--- src/common/gat_pkg.sv ---
/*
 * Sizes for the first-layer H x W feature transform
 * H values and weights are unsigned, FEAT_WIDTH holds 11 full products
 * Column indices above NUM_FEATURE_IN-1 are not legal in the H memory
 */
package gat_pkg;

  // ============================
  // Graph and feature sizes
  // ============================
  localparam int TOTAL_NODES       = 16;
  localparam int NUM_FEATURE_IN    = 11;
  localparam int NUM_FEATURE_OUT   = 4;
  localparam int H_NUM_SPARSE_DATA = 128;

  // ============================
  // Data widths
  // ============================
  localparam int DATA_WIDTH    = 8;
  localparam int COL_IDX_WIDTH = 4;
  // Value in the upper bits, column index in the lower bits
  localparam int H_DATA_WIDTH  = DATA_WIDTH + COL_IDX_WIDTH;
  localparam int ROW_LEN_WIDTH = 4;
  localparam int FEAT_WIDTH    = 20;

  // ============================
  // Depths and address widths
  // ============================
  // Row-major weights, col * NUM_FEATURE_OUT + feature
  localparam int WEIGHT_DEPTH     = NUM_FEATURE_IN * NUM_FEATURE_OUT;
  localparam int FEAT_DEPTH       = TOTAL_NODES * NUM_FEATURE_OUT;
  localparam int H_DATA_ADDR_W    = $clog2(H_NUM_SPARSE_DATA);
  localparam int NODE_INFO_ADDR_W = $clog2(TOTAL_NODES);
  localparam int WEIGHT_ADDR_W    = $clog2(WEIGHT_DEPTH);
  localparam int FEAT_ADDR_W      = $clog2(FEAT_DEPTH);
  localparam int FEAT_COL_W       = $clog2(NUM_FEATURE_OUT);

  // Sequencer states
  localparam int SEQ_STATE_W   = 4;
  localparam int SEQ_IDLE      = 0;
  localparam int SEQ_ROW_START = 1;
  localparam int SEQ_ROW_LEN   = 2;
  localparam int SEQ_FETCH     = 3;
  localparam int SEQ_LATCH     = 4;
  localparam int SEQ_ACC       = 5;
  localparam int SEQ_DRAIN     = 6;
  localparam int SEQ_COMMIT    = 7;
  localparam int SEQ_WAIT_WR   = 8;

endpackage

--- src/rtl/dual_port_bram.sv ---
`timescale 1ns/100ps

/*
 * Simple dual-port block memory
 * Port A writes when ena and wea are both high
 * Port B reads with one clock of latency, no reset on the read data
 */
module dual_port_bram #(
  parameter int WIDTH = 8,
  parameter int DEPTH = 16
) (
  input  logic                     clk,
  input  logic                     ena,
  input  logic                     wea,
  input  logic [$clog2(DEPTH)-1:0] addra,
  input  logic [WIDTH-1:0]         din,
  input  logic [$clog2(DEPTH)-1:0] addrb,
  output logic [WIDTH-1:0]         dout
);

  logic [WIDTH-1:0] mem [DEPTH];

  always_ff @(posedge clk) begin
    if (ena && wea) begin
      mem[addra] <= din;
    end
  end

  // Registered read
  always_ff @(posedge clk) begin
    dout <= mem[addrb];
  end

endmodule

--- src/conv/conv_sequencer.sv ---
`timescale 1ns/100ps

/*
 * Walks all nodes in order with one running CSR pointer, so the row
 * lengths must add up to the number of stored H entries
 * Each nonzero entry takes two fetch cycles and NUM_FEATURE_OUT MAC cycles
 * A run starts when all load-done flags are high and gat_ready is low
 */
module conv_sequencer (
  input  logic                                  clk,
  input  logic                                  rst_n,
  input  logic                                  h_data_bram_load_done,
  input  logic                                  h_node_info_bram_load_done,
  input  logic                                  wgt_bram_load_done,
  output logic [gat_pkg::NODE_INFO_ADDR_W-1:0]  node_info_addrb,
  input  logic [gat_pkg::ROW_LEN_WIDTH-1:0]     node_info_dout,
  output logic [gat_pkg::H_DATA_ADDR_W-1:0]     h_data_addrb,
  input  logic [gat_pkg::H_DATA_WIDTH-1:0]      h_data_dout,
  output logic [gat_pkg::WEIGHT_ADDR_W-1:0]     wgt_addrb,
  output logic                                  mac_clear,
  output logic                                  mac_start,
  output logic                                  mac_valid,
  output logic [gat_pkg::FEAT_COL_W-1:0]        mac_col,
  output logic [gat_pkg::DATA_WIDTH-1:0]        h_value,
  output logic                                  row_done,
  input  logic                                  write_busy,
  output logic                                  gat_ready
);
  import gat_pkg::*;

  logic [SEQ_STATE_W-1:0]      state;
  logic [NODE_INFO_ADDR_W-1:0] node_cnt;
  logic [H_DATA_ADDR_W-1:0]    csr_ptr;
  logic [ROW_LEN_WIDTH-1:0]    remaining;
  logic [FEAT_COL_W-1:0]       feat_cnt;
  logic [COL_IDX_WIDTH-1:0]    col_idx;
  logic                        all_done;

  assign all_done = h_data_bram_load_done && h_node_info_bram_load_done && wgt_bram_load_done;

  assign node_info_addrb = node_cnt;
  assign h_data_addrb    = csr_ptr;
  assign wgt_addrb       = WEIGHT_ADDR_W'(col_idx) * WEIGHT_ADDR_W'(NUM_FEATURE_OUT)
                         + WEIGHT_ADDR_W'(feat_cnt);

  assign mac_clear = (state == SEQ_STATE_W'(SEQ_ROW_START));
  assign mac_start = mac_clear && (node_cnt == '0);
  assign row_done  = (state == SEQ_STATE_W'(SEQ_COMMIT));

  // ============================
  // Control FSM
  // ============================
  always_ff @(posedge clk or negedge rst_n) begin
    if (!rst_n) begin
      state     <= SEQ_STATE_W'(SEQ_IDLE);
      node_cnt  <= '0;
      csr_ptr   <= '0;
      remaining <= '0;
      feat_cnt  <= '0;
      gat_ready <= 1'b0;
      mac_valid <= 1'b0;
      mac_col   <= '0;
    end else begin
      // Lines up with the weight read data
      mac_valid <= (state == SEQ_STATE_W'(SEQ_ACC));
      mac_col   <= feat_cnt;
      case (state)
        SEQ_STATE_W'(SEQ_IDLE): begin
          if (!all_done) begin
            gat_ready <= 1'b0;
          end else if (!gat_ready) begin
            node_cnt <= '0;
            csr_ptr  <= '0;
            state    <= SEQ_STATE_W'(SEQ_ROW_START);
          end
        end
        SEQ_STATE_W'(SEQ_ROW_START): state <= SEQ_STATE_W'(SEQ_ROW_LEN);
        SEQ_STATE_W'(SEQ_ROW_LEN): begin
          remaining <= node_info_dout;
          state     <= (node_info_dout == '0) ? SEQ_STATE_W'(SEQ_COMMIT)
                                              : SEQ_STATE_W'(SEQ_FETCH);
        end
        SEQ_STATE_W'(SEQ_FETCH): state <= SEQ_STATE_W'(SEQ_LATCH);
        SEQ_STATE_W'(SEQ_LATCH): begin
          csr_ptr   <= csr_ptr + 1'b1;
          remaining <= remaining - 1'b1;
          feat_cnt  <= '0;
          state     <= SEQ_STATE_W'(SEQ_ACC);
        end
        SEQ_STATE_W'(SEQ_ACC): begin
          feat_cnt <= feat_cnt + 1'b1;
          if (feat_cnt == FEAT_COL_W'(NUM_FEATURE_OUT - 1)) begin
            state <= (remaining == '0) ? SEQ_STATE_W'(SEQ_DRAIN) : SEQ_STATE_W'(SEQ_FETCH);
          end
        end
        // Last product still in flight
        SEQ_STATE_W'(SEQ_DRAIN):  state <= SEQ_STATE_W'(SEQ_COMMIT);
        SEQ_STATE_W'(SEQ_COMMIT): state <= SEQ_STATE_W'(SEQ_WAIT_WR);
        SEQ_STATE_W'(SEQ_WAIT_WR): begin
          if (!write_busy) begin
            if (node_cnt == NODE_INFO_ADDR_W'(TOTAL_NODES - 1)) begin
              gat_ready <= 1'b1;
              state     <= SEQ_STATE_W'(SEQ_IDLE);
            end else begin
              node_cnt <= node_cnt + 1'b1;
              state    <= SEQ_STATE_W'(SEQ_ROW_START);
            end
          end
        end
        default: state <= SEQ_STATE_W'(SEQ_IDLE);
      endcase
    end
  end

  // Current H entry
  always_ff @(posedge clk) begin
    if (state == SEQ_STATE_W'(SEQ_LATCH)) begin
      h_value <= h_data_dout[H_DATA_WIDTH-1 -: DATA_WIDTH];
      col_idx <= h_data_dout[COL_IDX_WIDTH-1:0];
    end
  end

  // Stored column index must address a real row of W
  assert property (@(posedge clk) disable iff (!rst_n)
    (state == SEQ_STATE_W'(SEQ_LATCH)) |-> (h_data_dout[COL_IDX_WIDTH-1:0] < NUM_FEATURE_IN));

endmodule

--- src/conv/feature_mac.sv ---
`timescale 1ns/100ps

/*
 * One accumulator per output feature, cleared by mac_clear
 * row_done drains the sums as NUM_FEATURE_OUT consecutive writes
 * Write address restarts at 0 on mac_start and then runs on across rows
 */
module feature_mac (
  input  logic                             clk,
  input  logic                             rst_n,
  input  logic                             mac_clear,
  input  logic                             mac_start,
  input  logic                             mac_valid,
  input  logic [gat_pkg::FEAT_COL_W-1:0]   mac_col,
  input  logic [gat_pkg::DATA_WIDTH-1:0]   h_value,
  input  logic [gat_pkg::DATA_WIDTH-1:0]   wgt_dout,
  input  logic                             row_done,
  output logic                             feat_ena,
  output logic [gat_pkg::FEAT_ADDR_W-1:0]  feat_addra,
  output logic [gat_pkg::FEAT_WIDTH-1:0]   feat_din,
  output logic                             write_busy
);
  import gat_pkg::*;

  logic [FEAT_WIDTH-1:0]     acc [NUM_FEATURE_OUT];
  logic [2*DATA_WIDTH-1:0]   product;
  logic [FEAT_COL_W-1:0]     wr_left;

  assign product  = h_value * wgt_dout;
  assign feat_din = acc[0];
  assign feat_ena = write_busy;

  // ============================
  // Accumulate and drain
  // ============================
  always_ff @(posedge clk) begin
    if (mac_clear) begin
      for (int i = 0; i < NUM_FEATURE_OUT; i++) begin
        acc[i] <= '0;
      end
    end else if (mac_valid) begin
      acc[mac_col] <= acc[mac_col] + FEAT_WIDTH'(product);
    end else if (write_busy) begin
      // Next sum moves to the head
      for (int i = 0; i < NUM_FEATURE_OUT - 1; i++) begin
        acc[i] <= acc[i+1];
      end
    end
  end

  always_ff @(posedge clk or negedge rst_n) begin
    if (!rst_n) begin
      write_busy <= 1'b0;
      wr_left    <= '0;
      feat_addra <= '0;
    end else begin
      if (mac_start) begin
        feat_addra <= '0;
      end else if (write_busy) begin
        feat_addra <= feat_addra + 1'b1;
      end

      if (row_done) begin
        write_busy <= 1'b1;
        wr_left    <= FEAT_COL_W'(NUM_FEATURE_OUT - 1);
      end else if (write_busy) begin
        if (wr_left == '0) begin
          write_busy <= 1'b0;
        end else begin
          wr_left <= wr_left - 1'b1;
        end
      end
    end
  end

  // Sequencer must wait for the previous row to drain
  assert property (@(posedge clk) disable iff (!rst_n) row_done |-> !write_busy);

endmodule

--- src/rtl/gat_top.sv ---
`timescale 1ns/100ps

/*
 * Feature transform core: sparse H (CSR) times dense W
 * Host fills the three input memories, then holds all load-done flags high
 * gat_ready stays high until a load-done flag falls
 * Results read through feat_bram_addrb, one clock of read latency
 */
module gat_top (
  input  logic                                  clk,
  input  logic                                  rst_n,

  input  logic [gat_pkg::H_DATA_WIDTH-1:0]      h_data_bram_din,
  input  logic                                  h_data_bram_ena,
  input  logic                                  h_data_bram_wea,
  input  logic [gat_pkg::H_DATA_ADDR_W-1:0]     h_data_bram_addra,

  input  logic [gat_pkg::ROW_LEN_WIDTH-1:0]     h_node_info_bram_din,
  input  logic                                  h_node_info_bram_ena,
  input  logic                                  h_node_info_bram_wea,
  input  logic [gat_pkg::NODE_INFO_ADDR_W-1:0]  h_node_info_bram_addra,

  input  logic [gat_pkg::DATA_WIDTH-1:0]        wgt_bram_din,
  input  logic                                  wgt_bram_ena,
  input  logic                                  wgt_bram_wea,
  input  logic [gat_pkg::WEIGHT_ADDR_W-1:0]     wgt_bram_addra,

  input  logic                                  h_data_bram_load_done,
  input  logic                                  h_node_info_bram_load_done,
  input  logic                                  wgt_bram_load_done,

  input  logic [gat_pkg::FEAT_ADDR_W-1:0]       feat_bram_addrb,
  output logic [gat_pkg::FEAT_WIDTH-1:0]        feat_bram_dout,
  output logic                                  gat_ready
);
  import gat_pkg::*;

  logic [H_DATA_ADDR_W-1:0]    h_data_addrb;
  logic [H_DATA_WIDTH-1:0]     h_data_dout;
  logic [NODE_INFO_ADDR_W-1:0] node_info_addrb;
  logic [ROW_LEN_WIDTH-1:0]    node_info_dout;
  logic [WEIGHT_ADDR_W-1:0]    wgt_addrb;
  logic [DATA_WIDTH-1:0]       wgt_dout;

  logic                        mac_clear;
  logic                        mac_start;
  logic                        mac_valid;
  logic [FEAT_COL_W-1:0]       mac_col;
  logic [DATA_WIDTH-1:0]       h_value;
  logic                        row_done;
  logic                        write_busy;

  logic                        feat_ena;
  logic [FEAT_ADDR_W-1:0]      feat_addra;
  logic [FEAT_WIDTH-1:0]       feat_din;

  // ============================
  // Memories
  // ============================
  dual_port_bram #(.WIDTH(H_DATA_WIDTH), .DEPTH(H_NUM_SPARSE_DATA)) u_h_data_bram (
    .clk   (clk),
    .ena   (h_data_bram_ena),
    .wea   (h_data_bram_wea),
    .addra (h_data_bram_addra),
    .din   (h_data_bram_din),
    .addrb (h_data_addrb),
    .dout  (h_data_dout)
  );

  dual_port_bram #(.WIDTH(ROW_LEN_WIDTH), .DEPTH(TOTAL_NODES)) u_node_info_bram (
    .clk   (clk),
    .ena   (h_node_info_bram_ena),
    .wea   (h_node_info_bram_wea),
    .addra (h_node_info_bram_addra),
    .din   (h_node_info_bram_din),
    .addrb (node_info_addrb),
    .dout  (node_info_dout)
  );

  dual_port_bram #(.WIDTH(DATA_WIDTH), .DEPTH(WEIGHT_DEPTH)) u_weight_bram (
    .clk   (clk),
    .ena   (wgt_bram_ena),
    .wea   (wgt_bram_wea),
    .addra (wgt_bram_addra),
    .din   (wgt_bram_din),
    .addrb (wgt_addrb),
    .dout  (wgt_dout)
  );

  // Core owns port A, host reads port B
  dual_port_bram #(.WIDTH(FEAT_WIDTH), .DEPTH(FEAT_DEPTH)) u_feature_bram (
    .clk   (clk),
    .ena   (feat_ena),
    .wea   (1'b1),
    .addra (feat_addra),
    .din   (feat_din),
    .addrb (feat_bram_addrb),
    .dout  (feat_bram_dout)
  );

  // ============================
  // Conv core
  // ============================
  conv_sequencer u_conv_sequencer (.*);

  feature_mac u_feature_mac (.*);

  // Host must leave the memories alone between start and gat_ready
  assert property (@(posedge clk) disable iff (!rst_n)
    (h_data_bram_load_done && h_node_info_bram_load_done && wgt_bram_load_done && !gat_ready)
    |-> !((h_data_bram_ena && h_data_bram_wea) || (wgt_bram_ena && wgt_bram_wea) ||
          (h_node_info_bram_ena && h_node_info_bram_wea)));

endmodule

--- config.mk ---
export PLATFORM = sky130hd
export DESIGN_NAME = gat_top
export DESIGN_NICKNAME = d
export VERILOG_FILES = /design/src/common/gat_pkg.sv /design/src/rtl/dual_port_bram.sv /design/src/conv/conv_sequencer.sv /design/src/conv/feature_mac.sv /design/src/rtl/gat_top.sv
export SDC_FILE = /design/constraint.sdc
export NUM_CORES = 2
export LEC_CHECK = 0
export ABC_AREA = 0
export BUFFER_PORTS_ARGS = -buffer_cell sky130_fd_sc_hd__buf_2
export CORE_ASPECT_RATIO = 1.2
export CORE_MARGIN = 2
export CORE_UTILIZATION = 50
export CTS_CLUSTER_SIZE = 16
export DETAILED_ROUTE_END_ITERATION = 10
export GPL_TIMING_DRIVEN = 1
export PLACE_DENSITY = 0.8
export RECOVER_POWER = 100
export REMOVE_ABC_BUFFERS = 1
export SLEW_MARGIN = 20
export SYNTH_ARGS = -nofsm -noshare
export SYNTH_HDL_FRONTEND = slang
export SYNTH_SLANG_ARGS = --single-unit
export TNS_END_PERCENT = 100
--- constraint.sdc ---
create_clock -name clk -period 5.7 [get_ports clk]
set_clock_uncertainty 0.15 [all_clocks]
set_input_delay 1.425 -clock clk [delete_from_list [all_inputs] [get_ports clk]]
set_output_delay 1.425 -clock clk [all_outputs]
set_load 0.03 [all_outputs]
Word level (Yosys, flattened, before mapping)
Memory sizes are Yosys's and may differ from the RTL's. A register that Yosys moved wholly into a read port is not among the register bits. Cells that the tools add are included.

Register bits: 46. Bits in writable memories: 3312. Bits of input ports: 58. Output and inout bits: 21. Logic and storage cells: 123. Memories: 5.

Add/sub/neg operators: 8. $mul: 1. Equal/unequal tests: 18. Mux-type cells: 52. Bitwise logic cells: 3. Reductions and logical operators: 23.

Memories: u_h_data_bram.mem (words 128, bits a word 12, read ports 1, clocked after Yosys merged registers in 1, write ports 1, line dual_port_bram.sv:21) `logic [WIDTH-1:0] mem [DEPTH];`; u_feature_bram.mem (words 64, bits a word 20, read ports 1, clocked after Yosys merged registers in 1, write ports 1, line dual_port_bram.sv:21); u_weight_bram.mem (words 44, bits a word 8, read ports 1, clocked after Yosys merged registers in 1, write ports 1, line dual_port_bram.sv:21); u_feature_mac.acc (words 4, bits a word 20, read ports 5, clocked after Yosys merged registers in 0, write ports 4, line feature_mac.sv:25) `logic [FEAT_WIDTH-1:0] acc [NUM_FEATURE_OUT];`; u_node_info_bram.mem (words 16, bits a word 4, read ports 1, clocked after Yosys merged registers in 1, write ports 1, line dual_port_bram.sv:21).

Operators by type and width (number): 2-to-1 mux 20 bit (4); case mux 4 bit (9 select lines) (1); 2-to-1 mux 4 bit (8); 2-to-1 mux 1 bit (24); adder 20 x 16 -> 20 bit (1); OR reduction 20 bit (1); equality test 4 x 3 -> 1 bit (second input constant) (4); logical NOT 4 bit (4); multiplier 8 x 8 -> 16 bit (1); case mux 4 bit (2 select lines) (2); 2-to-1 mux 7 bit (2); case mux 7 bit (2 select lines) (1); 2-to-1 mux 6 bit (2); != test 2 bit (second input constant) (6); nonzero test 2 bit (6); equality test 4 x 2 -> 1 bit (second input constant) (2); equality test 4 bit (second input constant) (2); 2-to-1 mux 2 bit (4); AND reduction 4 bit (2); adder 7 x 1 -> 7 bit (second input constant) (1); adder 6 x 1 -> 6 bit (second input constant) (1); adder 6 x 2 -> 6 bit (1); logical AND 1 bit (6); 2-to-1 mux 3 bit (2); 14 further kinds (17).

Logic depth before layout (Yosys ltp)
Depth in word-level cells: 6. Gate-level depth with buffers: 20. Gate-level depth less buffers: 18.

By module
From an unflattened synthesis, not the netlist that was laid out.

Cells, all modules: 6187. Area, all modules: 134193.7 um2.

Modules (own cells, without submodules): dual_port_bram at u_h_data_bram (instances 1, cells an instance 2360, area an instance 59143.0 um2, seq. area each 46364.5 um2); dual_port_bram at u_feature_bram (instances 1, cells an instance 2150, area an instance 49437.4 um2, seq. area each 38837.2 um2); dual_port_bram at u_weight_bram (instances 1, cells an instance 758, area an instance 14216.1 um2, seq. area each 10730.3 um2); feature_mac (instances 1, cells an instance 627, area an instance 6962.9 um2, seq. area each 2627.5 um2); dual_port_bram at u_node_info_bram (instances 1, cells an instance 131, area an instance 2671.3 um2, seq. area each 2001.9 um2); conv_sequencer (instances 1, cells an instance 160, area an instance 1759.2 um2, seq. area each 985.9 um2); gat_top (instances 1, cells an instance 1, area an instance 3.8 um2, seq. area each 0.0 um2).

Least setup slack after synthesis
No wires, ideal clock.

Path kind: register -> register. From: mem u_feature_mac.acc[0][7]. To: mem u_feature_mac.acc[2][16], data pin. Arrival time: 5.194 ns. Slack: 0.099 ns. Stages on the path, launching flop included: 18. Cell sequence: edfxtp_1 mux4_2 inv_1 fa_1 inv_1 fa_1 fa_1 inv_1 fa_1 inv_1 ha_1 o21a_1 nor2_1 o31ai_1 a31oi_1 o21ai_0 xnor2_1 a22o_1.

RTL lines (line): start, declared (feature_mac.sv:25).

==> flow_metrics.tcl <==
set metrics [dict create \
    grt_usage 0.239 \
    p_leak_nw 46.6 \
    grt_use_met2 0.403 \
    path_class "reg -> reg" \
    gp_congestion 0.941 \
    hold_slack_ns 0.256 \
    fin_util 0.561 \
    synth_top_cell_area_share 0.749 \
    stdcell_area_um2 149000 \
    initial_utilization 0.503 \
    preCtsSetupSlack_ns 0.204 \
    multi_input_area_um2 29900 \
    postSynth.asyncResetShare 0.00999 \
    status "finished, violations left" \
    grt_pass1_vias 68795 \
    synth_cell_types 57 \
    relSlewSlack -1.97 \
    peakVddDrop_mv 0.995 \
    drv_cap 118 \
    vias 67253 \
    tns_ns 0 \
    drtAntennaViolNets 0 \
    clockRootBuffer "clkbuf_16" \
    crit_arrival_ns 6.15 \
    routed_wl_um 327000 \
    met3_usage 0.0465 \
    numCtsBuffers 322 \
    grt_pass1_wl_um 474000 \
    fin_cells 10441 \
    synth_ff_type "edfxtp_1" \
    post_cts.repair.setup_buffers 0 \
    drt-initial-drc-count 9207 \
    synth_area_um2 133000 \
    setup_ws_ns 0.0872 \
    place_area_um2 139000 \
    min_period_over_period 0.985 \
    synth_top_area_cell "edfxtp_1" \
    seqCellArea_um2 102000 \
    synth.most_common_cell "edfxtp_1" \
    die_w_um 475 \
    antenna_found_initial 14 \
    finalHoldViolations 0 \
    met1_usage 0.301 \
    dp_cells 9858 \
    syn_to_final_growth_pct 11.6 \
    yosysWarnings 0 \
    drive_above_1_share 0.215 \
    num-fill-cells 18464 \
    rows 207 \
    coreArea_um2 265000 \
    io_pins 79 \
    grt_max_degree 94 \
    cts_tree "built" \
    hold_buffers 0 \
    clock_sinks 3402 \
    required_ns 6.23 \
    cts_max_level 5 \
    dpl.hpwl_um 178000 \
    io_buffers 78 \
    ys_seq_area_frac 0.762 \
    synth_commonest_cells "3,324 x edfxtp_1, 836 x mux4_2, 317 x nor2_1, 225 x mux2i_1, 212 x nand2_1" \
    grt.overflow.total 0 \
    cts.clk_slew.worst_paths_ns 0.06 \
    drc 0 \
    die_area_um2 271000 \
    clock_latency_ns 0.92 \
    ys_seq_elements 3402 \
    path_max_fanout 27 \
    syn_inst 6292 \
    fmax_ghz 0.178 \
    synth_edf_count 3324 \
    grt.busiest_layer "met2" \
    setup_violations 0 \
    syn_avg_cell_area_um2 21.2 \
    slew_violations 4417 \
    final_nets 6786 \
    viasPerCell 6.44 \
    cts_buffer_depth 4 \
    die_h_um 569 \
    synth_area_leaders "edfxtp_1 75%, mux4_2 14%, mux2i_1 1.7%" \
    worstMarginPinSlew_ns 4.46 \
    total_power_mw 71.8 \
    wl_per_cell_um 31.3 \
    dr.pass1.iters 6 \
    fin_crit_ns 5.61 \
    powerDensity_nw_per_um2 483 \
    worst_hold_path_type "reg -> reg" \
    end_kind "register" \
    violations "capacitance limit, slew limit" \
    cp-start-kind "register" \
]
## kinds of logic after synthesis
kind of cell / after synthesis / share of synthesized area
buf+inv: 441 / 0.0145
fa+ha+maj: 98 / 0.0120
mux: 1069 / 0.159
xor+xnor: 25 / 0.00164
simple gates: 735 / 0.0243
flops: 3402 / 0.762
compound gates: 522 / 0.0264
## repair_timing
item | in CTS | in global routing
resized for setup | 0 | 5
hold endpoints to repair | 0 | 0
setup endpoints to repair | 0 | 14
## layout make-up
| class | instances | area share |
|---|---|---|
| Clock inverter | 171 | 0.0118 |
| Timing Repair Buffer | 343 | 0.0132 |
| Sequential cell | 3402 | 0.683 |
| Clock buffer | 403 | 0.0577 |
| Multi-Input combinational cell | 2449 | 0.201 |
| Tap cell | 3553 | 0.0299 |
| Inverter | 112 | 0.00283 |
| Antenna cell | 8 | 0.000135 |
## cell usage in the layout, fill, tap and decap left out, types with 62 or more instances in the layout
cell type  synthesis  final
edfxtp_1        3324   3324
mux4_2           836    836
clkbuf_16          0    326
nor2_1           317    282
clkbuf_1         154    279
mux2i_1          225    225
nand2_1          212    212
a21oi_1          126    126
inv_1            111    111
a22oi_1          108    108
buf_4             23     68
o21ai_0           62     62
## worst max-delay path, cell delays in order (launching register included)
cell and delay, ns:
dfrtp_1 0.80, and2_2 0.29, buf_4 0.30, clkbuf_1 1.68
a22oi_1 0.49, a21oi_1 0.89, a211oi_1 0.32, a21oi_1 0.46
## registers in the layout, summed over array words and instances (netlist names)
signal and count:
u_feature_mac.acc 80, u_conv_sequencer.mac_col 2, u_conv_sequencer.remaining 4, u_conv_sequencer.h_value 8
u_conv_sequencer.feat_cnt 2, u_feature_mac.feat_addra 6, u_conv_sequencer.gat_ready 1, u_feature_mac.wr_left 2
u_feature_bram.dout 20, u_conv_sequencer.node_info_addrb 4, u_conv_sequencer.col_idx 4, u_conv_sequencer.mac_valid 1
u_feature_mac.feat_ena 1, u_conv_sequencer.state 4, u_conv_sequencer.h_data_addrb 7, u_h_data_bram.mem 1536
u_feature_bram.mem 1280, u_h_data_bram.dout 12, u_node_info_bram.dout 4, u_node_info_bram.mem 64
u_weight_bram.mem 352, u_weight_bram.dout 8
## per-layer routing
metal | share of wire | vias up | wire length [µm]
met4 | 0.053 | 12 | 17200
li1 | - | 26704 | -
met2 | 0.51 | 4700 | 166000
met5 | 0.00023 | - | 76
met1 | 0.34 | 34979 | 111000
met3 | 0.097 | 858 | 31600
## report_power, final
part	internal, mW	switching [mW]	total [mW]	leakage, nW
clock	12.0	9.24	21.3	5.05
combinational	7.38	12.4	19.8	10.8
sequential	30.0	0.765	30.7	30.8
## final timing paths
path                                                   from                                to  slack [ns]  cells past startpoint
max                        u_conv_sequencer.h_data_addrb[3]             u_h_data_bram.dout[3]        0.09                      7
min                                   u_h_data_bram.dout[9]       u_conv_sequencer.h_value[5]        0.26                      0
max reg2reg                u_conv_sequencer.h_data_addrb[3]             u_h_data_bram.dout[3]        0.09                      7
min reg2reg                           u_h_data_bram.dout[9]       u_conv_sequencer.h_value[5]        0.26                      0
max in group asynchronous                             rst_n  u_conv_sequencer.h_data_addrb[0]        1.96                      2
min in group asynchronous                             rst_n       u_feature_mac.feat_addra[1]        1.42                      2
(Power assumes the default switching activity.)
